[config.mk]
export PLATFORM = sky130hd
export DESIGN_NAME = pa_alu
export DESIGN_NICKNAME = d
export VERILOG_FILES = /design/src/pa_pkg.sv /design/src/alu_slice.sv /design/src/pa_alu.sv
export SDC_FILE = /design/constraint.sdc
export NUM_CORES = 1
export LEC_CHECK = 0
export BUFFER_PORTS_ARGS = -buffer_cell sky130_fd_sc_hd__buf_2
export CAP_MARGIN = 5
export CORE_MARGIN = 2
export CORE_UTILIZATION = 30
export DETAILED_ROUTE_END_ITERATION = 8
export GPL_ROUTABILITY_DRIVEN = 0
export PLACE_DENSITY = 0.58
export SYNTH_ARGS = -nofsm -noshare
export SYNTH_HDL_FRONTEND = slang
export SYNTH_SLANG_ARGS = --single-unit
[constraint.sdc]
create_clock -name vclk -period 4.25
set_clock_uncertainty 0.05 [all_clocks]
set_input_delay 0.2125 -clock vclk [all_inputs]
set_output_delay 0.2125 -clock vclk [all_outputs]
set_load 0.02 [all_outputs]
[src/pa_pkg.sv]
package pa_pkg;

	// ALU built from four 4-bit slices
	localparam int SLICES = 4;
	localparam int SLICE_W = 4;

	// bit 0 is the most significant everywhere
	typedef logic [0:SLICES*SLICE_W-1] word_t;
	typedef logic [0:SLICE_W-1] nibble_t;
	typedef logic [0:7] byte_t;

	// slice function select, s3..s0
	typedef logic [3:0] alu_fn_t;

	// W bus source and A operand source selects
	typedef logic [2:0] wsel_t;
	typedef logic [1:0] asel_t;

	// AR decrement step
	localparam word_t AR_STEP_DN = 16'd4;

endpackage

[src/alu_slice.sv]
`timescale 1ns/1ps

module alu_slice (
	input  pa_pkg::nibble_t a,
	input  pa_pkg::nibble_t b,
	input  pa_pkg::alu_fn_t fn,
	input  logic logic_mode,
	input  logic cin,
	output pa_pkg::nibble_t f,
	output logic p,
	output logic g,
	output logic eq,
	output logic cout
);

	// per-bit terms of the 181: y is the first addend, x the second
	pa_pkg::nibble_t y;
	pa_pkg::nibble_t x;
	logic [0:pa_pkg::SLICE_W] sum;

	assign y = a
		| (b & {pa_pkg::SLICE_W{fn[0]}})
		| (~b & {pa_pkg::SLICE_W{fn[1]}});

	assign x = (a & ~b & {pa_pkg::SLICE_W{fn[2]}})
		| (a & b & {pa_pkg::SLICE_W{fn[3]}});

	// x is a subset of y, so y^x is the half sum
	assign sum = {1'b0, y} + {1'b0, x} + {{pa_pkg::SLICE_W{1'b0}}, cin};

	assign f = logic_mode ? ~(y ^ x) : sum[1:pa_pkg::SLICE_W];

	// group terms for the lookahead unit
	assign p = &y;
	assign g = x[0]
		| (y[0] & x[1])
		| (y[0] & y[1] & x[2])
		| (y[0] & y[1] & y[2] & x[3]);

	assign cout = g | (p & cin);

	// A=B output: all result bits high
	assign eq = &f;

endmodule

[src/pa_alu.sv]
`timescale 1ns/1ps

module pa_alu (
	input  pa_pkg::word_t a,
	input  pa_pkg::word_t b,
	input  pa_pkg::alu_fn_t fn_hi,
	input  pa_pkg::alu_fn_t fn_lo,
	input  logic logic_mode,
	input  logic cin,
	output pa_pkg::word_t f,
	output logic carry,
	output pa_pkg::nibble_t eqv
);

	logic [0:pa_pkg::SLICES-1] p;
	logic [0:pa_pkg::SLICES-1] g;
	logic [0:pa_pkg::SLICES-1] c;
	logic [0:pa_pkg::SLICES-1] co;

	// slice 0 holds bits 0..3, the most significant
	for (genvar k = 0; k < pa_pkg::SLICES; k++) begin : g_slice
		alu_slice slice (
			.a(a[k*pa_pkg::SLICE_W +: pa_pkg::SLICE_W]),
			.b(b[k*pa_pkg::SLICE_W +: pa_pkg::SLICE_W]),
			.fn((k < pa_pkg::SLICES/2) ? fn_hi : fn_lo),
			.logic_mode(logic_mode),
			.cin(c[k]),
			.f(f[k*pa_pkg::SLICE_W +: pa_pkg::SLICE_W]),
			.p(p[k]),
			.g(g[k]),
			.eq(eqv[k]),
			.cout(co[k])
		);
	end

	// 182-style lookahead, carries enter at the least significant slice
	assign c[3] = cin;
	assign c[2] = g[3] | (p[3] & cin);
	assign c[1] = g[2] | (p[2] & g[3]) | (p[2] & p[3] & cin);
	assign c[0] = g[1] | (p[1] & g[2]) | (p[1] & p[2] & g[3])
		| (p[1] & p[2] & p[3] & cin);

	assign carry = co[0];

endmodule

# After elaboration in Yosys (flattened, before gate mapping)
# Index checks and enable logic that the tools add are counted.
# classes
addsub,8
mux,4
n_bitwise,97
n_reduce_logical,8
# op_table
operator,count
$and A4 B4 Y4,24
$or A4 B4 Y4,12
$not A4 Y4,8
$reduce_and A4 Y1,8
$and A1 B1 Y1,30
$or A1 B1 Y1,19
$add A4 B1 Y4,4
$add A4 B4 Y4,4
$mux W4,4
$xor A4 B4 Y4,4
# totals
wordCells,117
reg_bits,0

# Longest topological paths before layout
# Gate-level depths: netlist (run 1).
# depth
depth_word,15
mapped_depth,13

# Cells and area by module
# A second synthesis (run 1) with hierarchy kept.
# hier_totals
hier_cells,216
area_unflattened_um2,1712.9
# by_module_without_submodules
mod,n_inst,seq_area_each_um2,area_per_inst_um2,cells_each
alu_slice,4,0.0,420.4,53
pa_alu,1,0.0,31.3,4

# Worst setup path before layout (run 1)
# OpenSTA, ideal clock, no wires.
# synth_timing
path_kind,input to output
from,input port fn_lo[0]
to,output port eqv[3]
path_slack_ps,990
path_stages,12
n_path_buf,2
required_time_ps,3988
arrival_ps,2997
path_cell_list,buf_6 and2_1 o31a_1 o2111a_2 nor3_4 o211ai_2 fa_1 fa_1 inv_1 mux2i_1 and4_1 buf_4
# synth_between
elab_chain_cells,14
word_cells_on_any_way,35
classes_between,add/sub (1); mux (1); bitwise (30); reduce/logical (3)
# synth_rtl
item,line,rtl
start: declaration,pa_alu.sv:7,"input pa_pkg::alu_fn_t fn_lo,"
$and A4 B4 Y4,alu_slice.sv:22,| (b & {pa_pkg::SLICE_W{fn[0]}})
$or A4 B4 Y4,alu_slice.sv:22,
$or A4 B4 Y4,alu_slice.sv:23,| (~b & {pa_pkg::SLICE_W{fn[1]}});
"$and A1 B1 Y1, on equally long branches","alu_slice.sv:36, alu_slice.sv:37, alu_slice.sv:38",
$or A1 B1 Y1 (tied with other cells),alu_slice.sv:36,| (y[0] & x[1])
$or A1 B1 Y1 / $and A1 B1 Y1 (equally long branches),"alu_slice.sv:37, alu_slice.sv:38",
$or A1 B1 Y1,alu_slice.sv:38,| (y[0] & y[1] & y[2] & x[3]);
$and A1 B1 Y1,pa_alu.sv:40,assign c[0] = g[1] | (p[1] & g[2]) | (p[1] & p[2] & g[3])
$or A1 B1 Y1 (2 in a row),pa_alu.sv:40,
$or A1 B1 Y1 (*),pa_alu.sv:41,| (p[1] & p[2] & p[3] & cin);
$add A4 B1 Y4 (*),alu_slice.sv:29,"assign sum = {1'b0, y} + {1'b0, x} + {{pa_pkg::SLICE_W{1'b0}}, cin};"
$mux W4 (*),alu_slice.sv:31,assign f = logic_mode ? ~(y ^ x) : sum[1:pa_pkg::SLICE_W];
net f[13],pa_alu.sv:10,"output pa_pkg::word_t f,"
$reduce_and A4 Y1 (*),alu_slice.sv:43,assign eq = &f;
end: declaration,pa_alu.sv:12,output pa_pkg::nibble_t eqv
# The timed path passes the listed nets; every way through them passes the cells marked *.

# Final worst setup path (run 1)
# layout_timing
from,input port fn_lo[0]
to,output port eqv[2]
# layout_between
elab_chain_cells,13
word_cells_on_any_way,32
classes_between,add/sub (1); mux (1); bitwise (27); reduce/logical (3)
# layout_rtl
item,line,rtl
$and A4 B4 Y4,alu_slice.sv:22,
$or A4 B4 Y4,alu_slice.sv:22,
$or A4 B4 Y4,alu_slice.sv:23,
"$and A1 B1 Y1, on equally long branches","alu_slice.sv:36, alu_slice.sv:37, alu_slice.sv:38",
$or A1 B1 Y1 (tied with other cells),alu_slice.sv:36,
$or A1 B1 Y1 / $and A1 B1 Y1 (equally long branches),"alu_slice.sv:37, alu_slice.sv:38",
$or A1 B1 Y1,alu_slice.sv:38,
$and A1 B1 Y1,pa_alu.sv:39,assign c[1] = g[2] | (p[2] & g[3]) | (p[2] & p[3] & cin);
$or A1 B1 Y1,pa_alu.sv:39,
$or A1 B1 Y1 (*),pa_alu.sv:39,
$add A4 B1 Y4 (*),alu_slice.sv:29,
$mux W4 (*),alu_slice.sv:31,
$reduce_and A4 Y1 (*),alu_slice.sv:43,
# Mark *: on every way between the ends. The rest lies on a longest branch, timed or not.

==> flow_summary.json, run 1 <==
{
  "outcome": "completed",
  "finalMaxSlewViolations": 0,
  "yosys.cell_types.count": 45,
  "wl_mm": 3.79,
  "synthCells": 192,
  "path_class": "input pin to output pin",
  "hold_viol": 0,
  "powerDensity_mw_per_mm2": 165,
  "vias": 1531,
  "p_sw_uw": 178,
  "hold_class": "input pin to output pin",
  "grt_max_degree": 21,
  "yosysWarnings": 0,
  "grt_antenna_before_repair": 0,
  "grt_overflow": 0,
  "nNetsFinal": 311,
  "worstMarginPinSlew_ns": 0.493,
  "first_pass_iters": 4,
  "antenna_cells": 0,
  "final.setup.tns_ns": 0,
  "row_count": 25,
  "grt_setup_unrepaired": "no",
  "cp_common_cell": "buf_2",
  "ir_worst_vdd_mv": 0.0752,
  "intPower_uw": 128,
  "areaGrowthSynthToFinish_pct": 22.9,
  "hold_ws_ns": 0.865,
  "drcViolationCount": 0,
  "dieHeight_um": 74.8,
  "layout-drive-gt1-share_pct": 34.4,
  "p_leak_uw": 0.000941,
  "pwr-share-clk_pct": 0,
  "die_w_um": 74.8,
  "slew_headroom_pct": 66.9,
  "period_needed_ns": 3.17,
  "crit_path_max_incr_delay_ns": 0.40,
  "p_comb_share_pct": 100.0,
  "path_buf_inv": 2,
  "crit_chain": "buf_2 -> and2_1 -> o31a_1 -> o2111a_2 -> nor3_4 -> o21ai_0 -> fa_1 -> a21o_1 -> a211o_1 -> xor2_1 -> and4_1 -> buf_2",
  "io_pins": 63,
  "regArea_um2": 0,
  "synth_top_area_share_pct": 10.6,
  "initial_core_util_pct": 31.5,
  "fillers": 530,
  "cts_setup_buffers": 0,
  "worst-path-max-fanout": 10,
  "dp_cells": 314,
  "sw_frac_of_total_pct": 58.2,
  "viasPerCell": 4.88,
  "worstPathArrival_ns": 2.91,
  "yosysTopAreaCell": "fa_1",
  "clock_buffers": 0,
  "crit_required_ns": 3.99,
  "grt_pass1_wl_mm": 6.51,
  "antenna_violating_nets_post_route": 0,
  "n_sequential_cell": 0,
  "cap_violations": 0,
  "critPathLaunchType": "input pin",
  "hpwlAfterDp_mm": 3.28,
  "die_area_mm2": 0.00560,
  "syn_area_per_cell_um2": 7.84,
  "synth_common_cells": "22 x nor2b_1, 21 x inv_1, 13 x mux2i_1",
  "setup_viol": 0,
  "cts_hold_buf": 0,
  "grt_pass1_vias": 1505,
  "power_frac_seq_pct": 0,
  "cp_slowest_cell": "fa_1",
  "multi_input_area_mm2": 0.00137,
  "power_uw": 306,
  "post-synth-top-count-cell": "nor2b_1",
  "core-area_mm2": 0.00479,
  "ys_top_cells_by_area": "fa_1 11%, ha_1 10%, nor2b_1 9.1%",
  "syn_area_mm2": 0.00151,
  "synth-seq-area-share_pct": 0,
  "stdcell_count": 314,
  "ctsResizeCount": 0,
  "fmax_ghz": 0.316,
  "finalCritPeriodShare_pct": 74.6,
  "grt_usage_pct": 13.9,
  "drt_iter0_drc": 54,
  "cp_top_family": "compound AO/OA/AOI/OAI gates",
  "synth_nets": 254,
  "place.port_buffers": 63,
  "endpoint_kind": "output pin",
  "wl_per_cell_um": 12.1
}
## per-layer routing
layer / routed length (um) / track usage [%]
met5: 0 / 0
met4: 0 / 0.397
met1: 1750 / 18.8
met3: 107 / 0.535
met2: 1930 / 25.8
## stage by stage
step	setup slack (ns)	instance area [um2]	utilization (%)
6_report	1.08	1850	38.6
5_1_grt	0.885	1850	38.6
4_1_cts	1.04	1850	38.6
3_5_place_dp	1.06	1850	38.6
3_3_place_gp	1.05	1850	38.6
2_1_floorplan	0.990	1510	-
## power by group through the flow
stage               sequential (uW)  clock (uW)  combinational (uW)
floorplan                         0           0                 214
global placement                  0           0                 306
detailed placement                0           0                 308
CTS                               0           0                 311
global route                      0           0                 343
finish                            0           0                 306
## layout by cell type (no fill, tap or decap), types with 6 or more instances in the layout
cell type	count
fa_1	8
inv_1	21
mux2i_1	13
buf_2	63
nor2_1	11
a21oi_1	9
nor2b_1	22
a211oi_1	6
nand2b_1	6
mux2_2	9
nand2_1	12
ha_1	12
## cell families (layout without fill, tap and decap cells)
logic type / Yosys count / count (layout) / share of synthesized area, %
muxes: 22 / 22 / 15.4
xor gates and xnor gates: 8 / 8 / 4.66
buffers and inverters: 29 / 84 / 8.89
and+or+nand+nor: 68 / 68 / 26.3
AOI/OAI and AO/OA: 45 / 45 / 24.2
adders and majority gates: 20 / 20 / 20.6
## area by class of cell
cell class | count | area share [%]
Multi-Input combinational cell | 163 | 74.2
Tap cell | 67 | 4.53
Timing Repair Buffer | 63 | 17.1
Inverter | 21 | 4.26
## worst paths after layout
check | cells past startpoint | slack (ns) | endpoint | from
hold / removal | 5 | 0.87 | f[15] | a[15]
setup / recovery | 12 | 1.08 | eqv[2] | fn_lo[0]
(Power assumes the default switching activity.)
==> run 2, diff against run 1 <==
- ABC_AREA: not set -> 1
- clock period: 4.25 -> 3.3 ns (I/O delays scaled with it)
==> run 2 against run 1 <==
Effect of this change:
- clock-buffer cell count stayed put
- synthesized area decreased by 0.75%
- die area fell by 0.71%
- power increased by 28%
- critical path depth increased by 3
- sequential cell count stayed put
- cell count up 22%
- design area decreased by 0.68%
- critical path type unchanged
==> flow_summary.json, run 2 <==
{
  "outcome": "completed",
  "worstPathArrival_ns": 2.51,
  "antenna_cells": 0,
  "place.port_buffers": 63,
  "viasPerCell": 4.43,
  "synthCells": 261,
  "grt_pass1_vias": 1519,
  "areaGrowthSynthToFinish_pct": 22.9,
  "grt_antenna_before_repair": 0,
  "layout-drive-gt1-share_pct": 28.5,
  "critPathLaunchType": "input pin",
  "grt_overflow": 0,
  "place_area_mm2": 0.00184,
  "hold_viol": 0,
  "drcViolationCount": 0,
  "endpoint_kind": "output pin",
  "path_class": "input pin to output pin",
  "hpwlAfterDp_mm": 3.25,
  "setup_viol": 0,
  "crit_required_ns": 3.08,
  "period_needed_ns": 2.72,
  "hold_depth": 6,
  "n_sequential_cell": 0,
  "vias": 1697,
  "die_w_um": 74.6,
  "nNetsFinal": 380,
  "min_to": "carry",
  "yosysTopAreaCell": "nand2_1",
  "initial_core_util_pct": 31.4,
  "stdcell_area_mm2": 0.00184,
  "fmax_ghz": 0.368,
  "hold_class": "input pin to output pin",
  "final_common_cell": "nand2_1",
  "post-place-ws_ns": 0.558,
  "regArea_um2": 0,
  "syn_area_per_cell_um2": 5.72,
  "syn_area_mm2": 0.00149,
  "ir_worst_vdd_mv": 0.100,
  "grt_pass1_wl_mm": 6.30,
  "synth_common_cells": "76 x nand2_1, 47 x inv_1, 20 x nand3_1",
  "synth_nets": 323,
  "stdcell_count": 383,
  "yosys.cell_types.count": 33,
  "worstMarginPinSlew_ns": 0.491,
  "final_cell_mix": "76 x nand2_1, 63 x buf_2, 47 x inv_1",
  "wl_per_cell_um": 9.77,
  "post-route-util_pct": 38.6,
  "ys_top_cells_by_area": "nand2_1 19%, inv_1 12%, fa_1 11%",
  "core-area_mm2": 0.00475,
  "finalMaxSlewViolations": 0,
  "row_count": 25,
  "grt_max_degree": 14,
  "worstHoldStart": "a[15]",
  "wl_mm": 3.74,
  "drt_iter0_drc": 51,
  "grt_usage_pct": 13.5,
  "setup_slack_ns": 0.580,
  "antenna_violating_nets_post_route": 0,
  "first_pass_iters": 4,
  "final.setup.tns_ns": 0,
  "synth-seq-area-share_pct": 0,
  "slew_headroom_pct": 67.0,
  "yosysWarnings": 0,
  "dieHeight_um": 74.6,
  "ctsResizeCount": 0,
  "cts_hold_buf": 0,
  "grt_setup_unrepaired": "no",
  "powerDensity_mw_per_mm2": 213,
  "post-synth-top-count-cell": "nand2_1",
  "finalCritPeriodShare_pct": 82.4,
  "die_area_mm2": 0.00556,
  "cap_violations": 0,
  "worst-path-max-fanout": 7,
  "cts_setup_buffers": 0,
  "clock_buffers": 0,
  "p_leak_uw": 0.00112,
  "synth_top_area_share_pct": 19.1,
  "dp_cells": 383,
  "io_pins": 63
}
-- run 2: cell types whose count changed in the layout (fill, tap and decap cells not counted), moves of 6 or more --
cell	change
o21ai_0	+6
inv_1	+26
nand2b_1	-6
nor2b_1	-18
nor2_1	+8
nand3_1	+19
mux2i_1	-13
mux2_2	-9
nand2_1	+64
-- run 2: per-layer routing --
layer	part of all wire, %	up-vias	GRT usage [%]	wire length [um]
met5	0	-	0	0
met4	0	0	0.198	0
met3	2.1	0	0	79
met2	47	26	23.0	1780
met1	50	752	20.4	1890
li1	-	919	-	-
-- run 2: critical path, stage by stage --
cell and delay [ns]:
buf_2 0.14, or2_1 0.22, nand3_1 0.14, nor2_1 0.07, nor2_1 0.10, nand2_1 0.07, nand2_1 0.07, nand3_2 0.07
fa_1 0.41, fa_1 0.38, nor2_1 0.12, xnor2_1 0.17, nand3_1 0.10, nor2b_1 0.11, buf_2 0.17
-- run 2: cell type report --
class                           instances  area [um2]
Multi-Input combinational cell        201        1240
Timing Repair Buffer                   63         315
Fill cell                             571        2920
Inverter                               52         196
Tap cell                               67        83.8
-- run 2: power breakdown --
group	internal (uW)	switching (uW)	leakage [uW]	total (uW)
sequential	0	0	0	0
combinational	147	244	0.00112	391
clock	0	0	0	0
-- run 2: cell families (layout without fill, tap and decap cells) --
logic type	count (synthesis)	in the layout	synth area share, %
simple gates	139	139	42.5
buf+inv	60	115	16.9
compound gates	34	34	15.2
fa+ha+maj	20	20	20.8
xor+xnor	8	8	4.69
-- run 2: how the worst max path moves through the flow --
| stage | start | to | slack [ns] | cells after the start |
|---|---|---|---|---|
| floorplan | fn_lo[0] | eqv[3] | 0.68 | 15 |
| global placement | fn_lo[2] | eqv[2] | 0.61 | 16 |
| detailed placement | fn_lo[2] | eqv[3] | 0.56 | 15 |
| CTS | fn_lo[2] | eqv[3] | 0.55 | 15 |
| global route | fn_lo[2] | eqv[2] | 0.36 | 16 |
| finish | fn_lo[2] | eqv[3] | 0.58 | 15 |
-- run 2: per-stage QoR --
stage                     power [uW]  hold slack (ns)
after global placement           394            0.764
final                            391            0.759
after detailed placement         393            0.760
after global routing             446            0.806
after CTS                        395            0.762
after floorplan                  280            0.503
==> run 3, diff against run 2 <==
- ABC_AREA: 1 -> 0
- PLACE_DENSITY: 0.58 -> 0.6
- clock period: 3.3 -> 2.3 ns (I/O delays scaled with it)
==> run 3 against run 2 <==
Effect of this change:
- the flow now finishes with violations (setup timing)
- first-iteration DRC count shrank 16%
- die area grew 0.71%
- cell count shrank 2.6%
- sequential share of layout area is the same
- combinational power grew 120%
- routed wire length grew 15%
- critical path type unchanged
- highest routed layer unchanged
==> flow_summary.json, run 3 (same netlist as run 1, synthesis figures left out) <==
{
  "finalCritPeriodShare_pct": 121,
  "cts_hold_buf": 0,
  "worstPathArrival_ns": 2.62,
  "dieHeight_um": 74.8,
  "final_cell_mix": "60 x buf_4, 43 x buf_2, 21 x nor2b_1",
  "endpoint_kind": "output pin",
  "power_uw": 862,
  "post-place-ws_ns": -0.521,
  "pwr-share-clk_pct": 0,
  "cap_violations": 0,
  "p_sw_uw": 408,
  "initial_core_util_pct": 31.5,
  "grt_pass1_vias": 1684,
  "setup_slack_ns": -0.490,
  "die_area_mm2": 0.00560,
  "crit_required_ns": 2.13,
  "drcViolationCount": 0,
  "worstMarginPinSlew_ns": 0.552,
  "path_class": "input pin to output pin",
  "areaGrowthSynthToFinish_pct": 72.4,
  "first_pass_iters": 4,
  "final_common_cell": "buf_4",
  "layout-drive-gt1-share_pct": 56.9,
  "outcome": "complete, but fails checks",
  "grt_overflow": 0,
  "p_comb_share_pct": 100.0,
  "clock_buffers": 0,
  "violations": "setup timing",
  "grt_pass1_wl_mm": 7.08,
  "ir_worst_vdd_mv": 0.185,
  "stdcell_count": 373,
  "place.port_buffers": 63,
  "io_pins": 63,
  "grt_setup_unrepaired": "yes",
  "grt_antenna_before_repair": 0,
  "fillers": 443,
  "vias": 1750,
  "grt_max_degree": 21,
  "wl_per_cell_um": 11.6,
  "slew_headroom_pct": 63.2,
  "row_count": 25,
  "period_needed_ns": 2.79,
  "antenna_cells": 0,
  "power_frac_seq_pct": 0,
  "drt_iter0_drc": 43,
  "intPower_uw": 454,
  "hold_viol": 0,
  "worst-path-max-fanout": 3,
  "core-area_mm2": 0.00479,
  "regArea_um2": 0,
  "sw_frac_of_total_pct": 47.3,
  "grt_usage_pct": 15.4,
  "setup_viol": 13,
  "die_w_um": 74.8,
  "wl_mm": 4.32,
  "n_sequential_cell": 0,
  "dp_cells": 365,
  "fmax_ghz": 0.358,
  "powerDensity_mw_per_mm2": 332,
  "antenna_violating_nets_post_route": 0,
  "nNetsFinal": 370,
  "hpwlAfterDp_mm": 3.62,
  "hold_class": "input pin to output pin",
  "finalMaxSlewViolations": 0,
  "viasPerCell": 4.69,
  "p_leak_uw": 0.00130,
  "critPathLaunchType": "input pin"
}
-- run 3: cell count changes in the layout (fill, tap and decap cells not counted), moves of 7 or more --
cell,before,now
nand2_1,76,11
buf_4,0,60
inv_1,47,16
buf_2,63,43
nand3_1,20,1
buf_6,0,18
nor2b_1,4,21
mux2i_1,0,9
nor2_1,19,10
mux2_2,0,8
o21ai_0,7,0
-- run 3: metal layers --
| layer | up-vias | global-route usage [%] | wire length, um |
|---|---|---|---|
| met5 | - | 0 | 0 |
| met4 | 0 | 0 | 0 |
| met3 | 0 | 0.134 | 98 |
| met2 | 26 | 29.6 | 2240 |
| met1 | 813 | 20.3 | 1980 |
| li1 | 911 | - | - |
-- run 3: final cells by class --
cell class	instances	area, um2	area share [%]
multi-input combinational	163	1550	59.7
inverter	21	78.8	3.04
timing repair buffer	122	883	34.0
tap	67	83.8	3.23
-- run 3: power by group through the flow --
stage	sequential, uW	combinational, uW	clock (uW)
after floorplan	0	471	0
final	0	862	0
after global routing	0	940	0
after detailed placement	0	741	0
after CTS	0	838	0
after global placement	0	732	0
-- run 3: final timing paths --
| kind | from | end | slack [ns] | depth (start not counted) |
|---|---|---|---|---|
| hold / removal | a[15] | carry | 0.71 | 5 |
| setup / recovery | b[5] | eqv[3] | -0.49 | 12 |
-- run 3: metrics by stage --
stage / TNS (ns) / utilization, % / area [um2] / hold slack [ns]
CTS: -4.09 / 53.3 / 2550 / 0.710
finish: -4.00 / 54.2 / 2590 / 0.707
global placement: -4.06 / 49.0 / 2350 / 0.730
global route: -5.92 / 54.2 / 2590 / 0.746
floorplan: -1.77 / - / 1630 / 0.407
detailed placement: -4.42 / 49.0 / 2350 / 0.710
-- run 3: repair_timing --
action / in CTS / in global routing
resized for setup: 46 / 8
pin swaps: 13 / 6
setup endpoints to repair: 16 / 16
cloned: 0 / 0
setup buffers: 6 / 6
hold endpoints to repair: 0 / 0
-- run 3: critical path, stage by stage --
cell      delay [ns]
buf_2           0.12
mux2_4          0.32
o311ai_4        0.09
a21oi_2         0.11
o31ai_2         0.27
o211ai_2        0.15
fa_2            0.39
fa_1            0.51
inv_2           0.04
mux2i_4         0.15
and4_1          0.23
buf_6           0.12
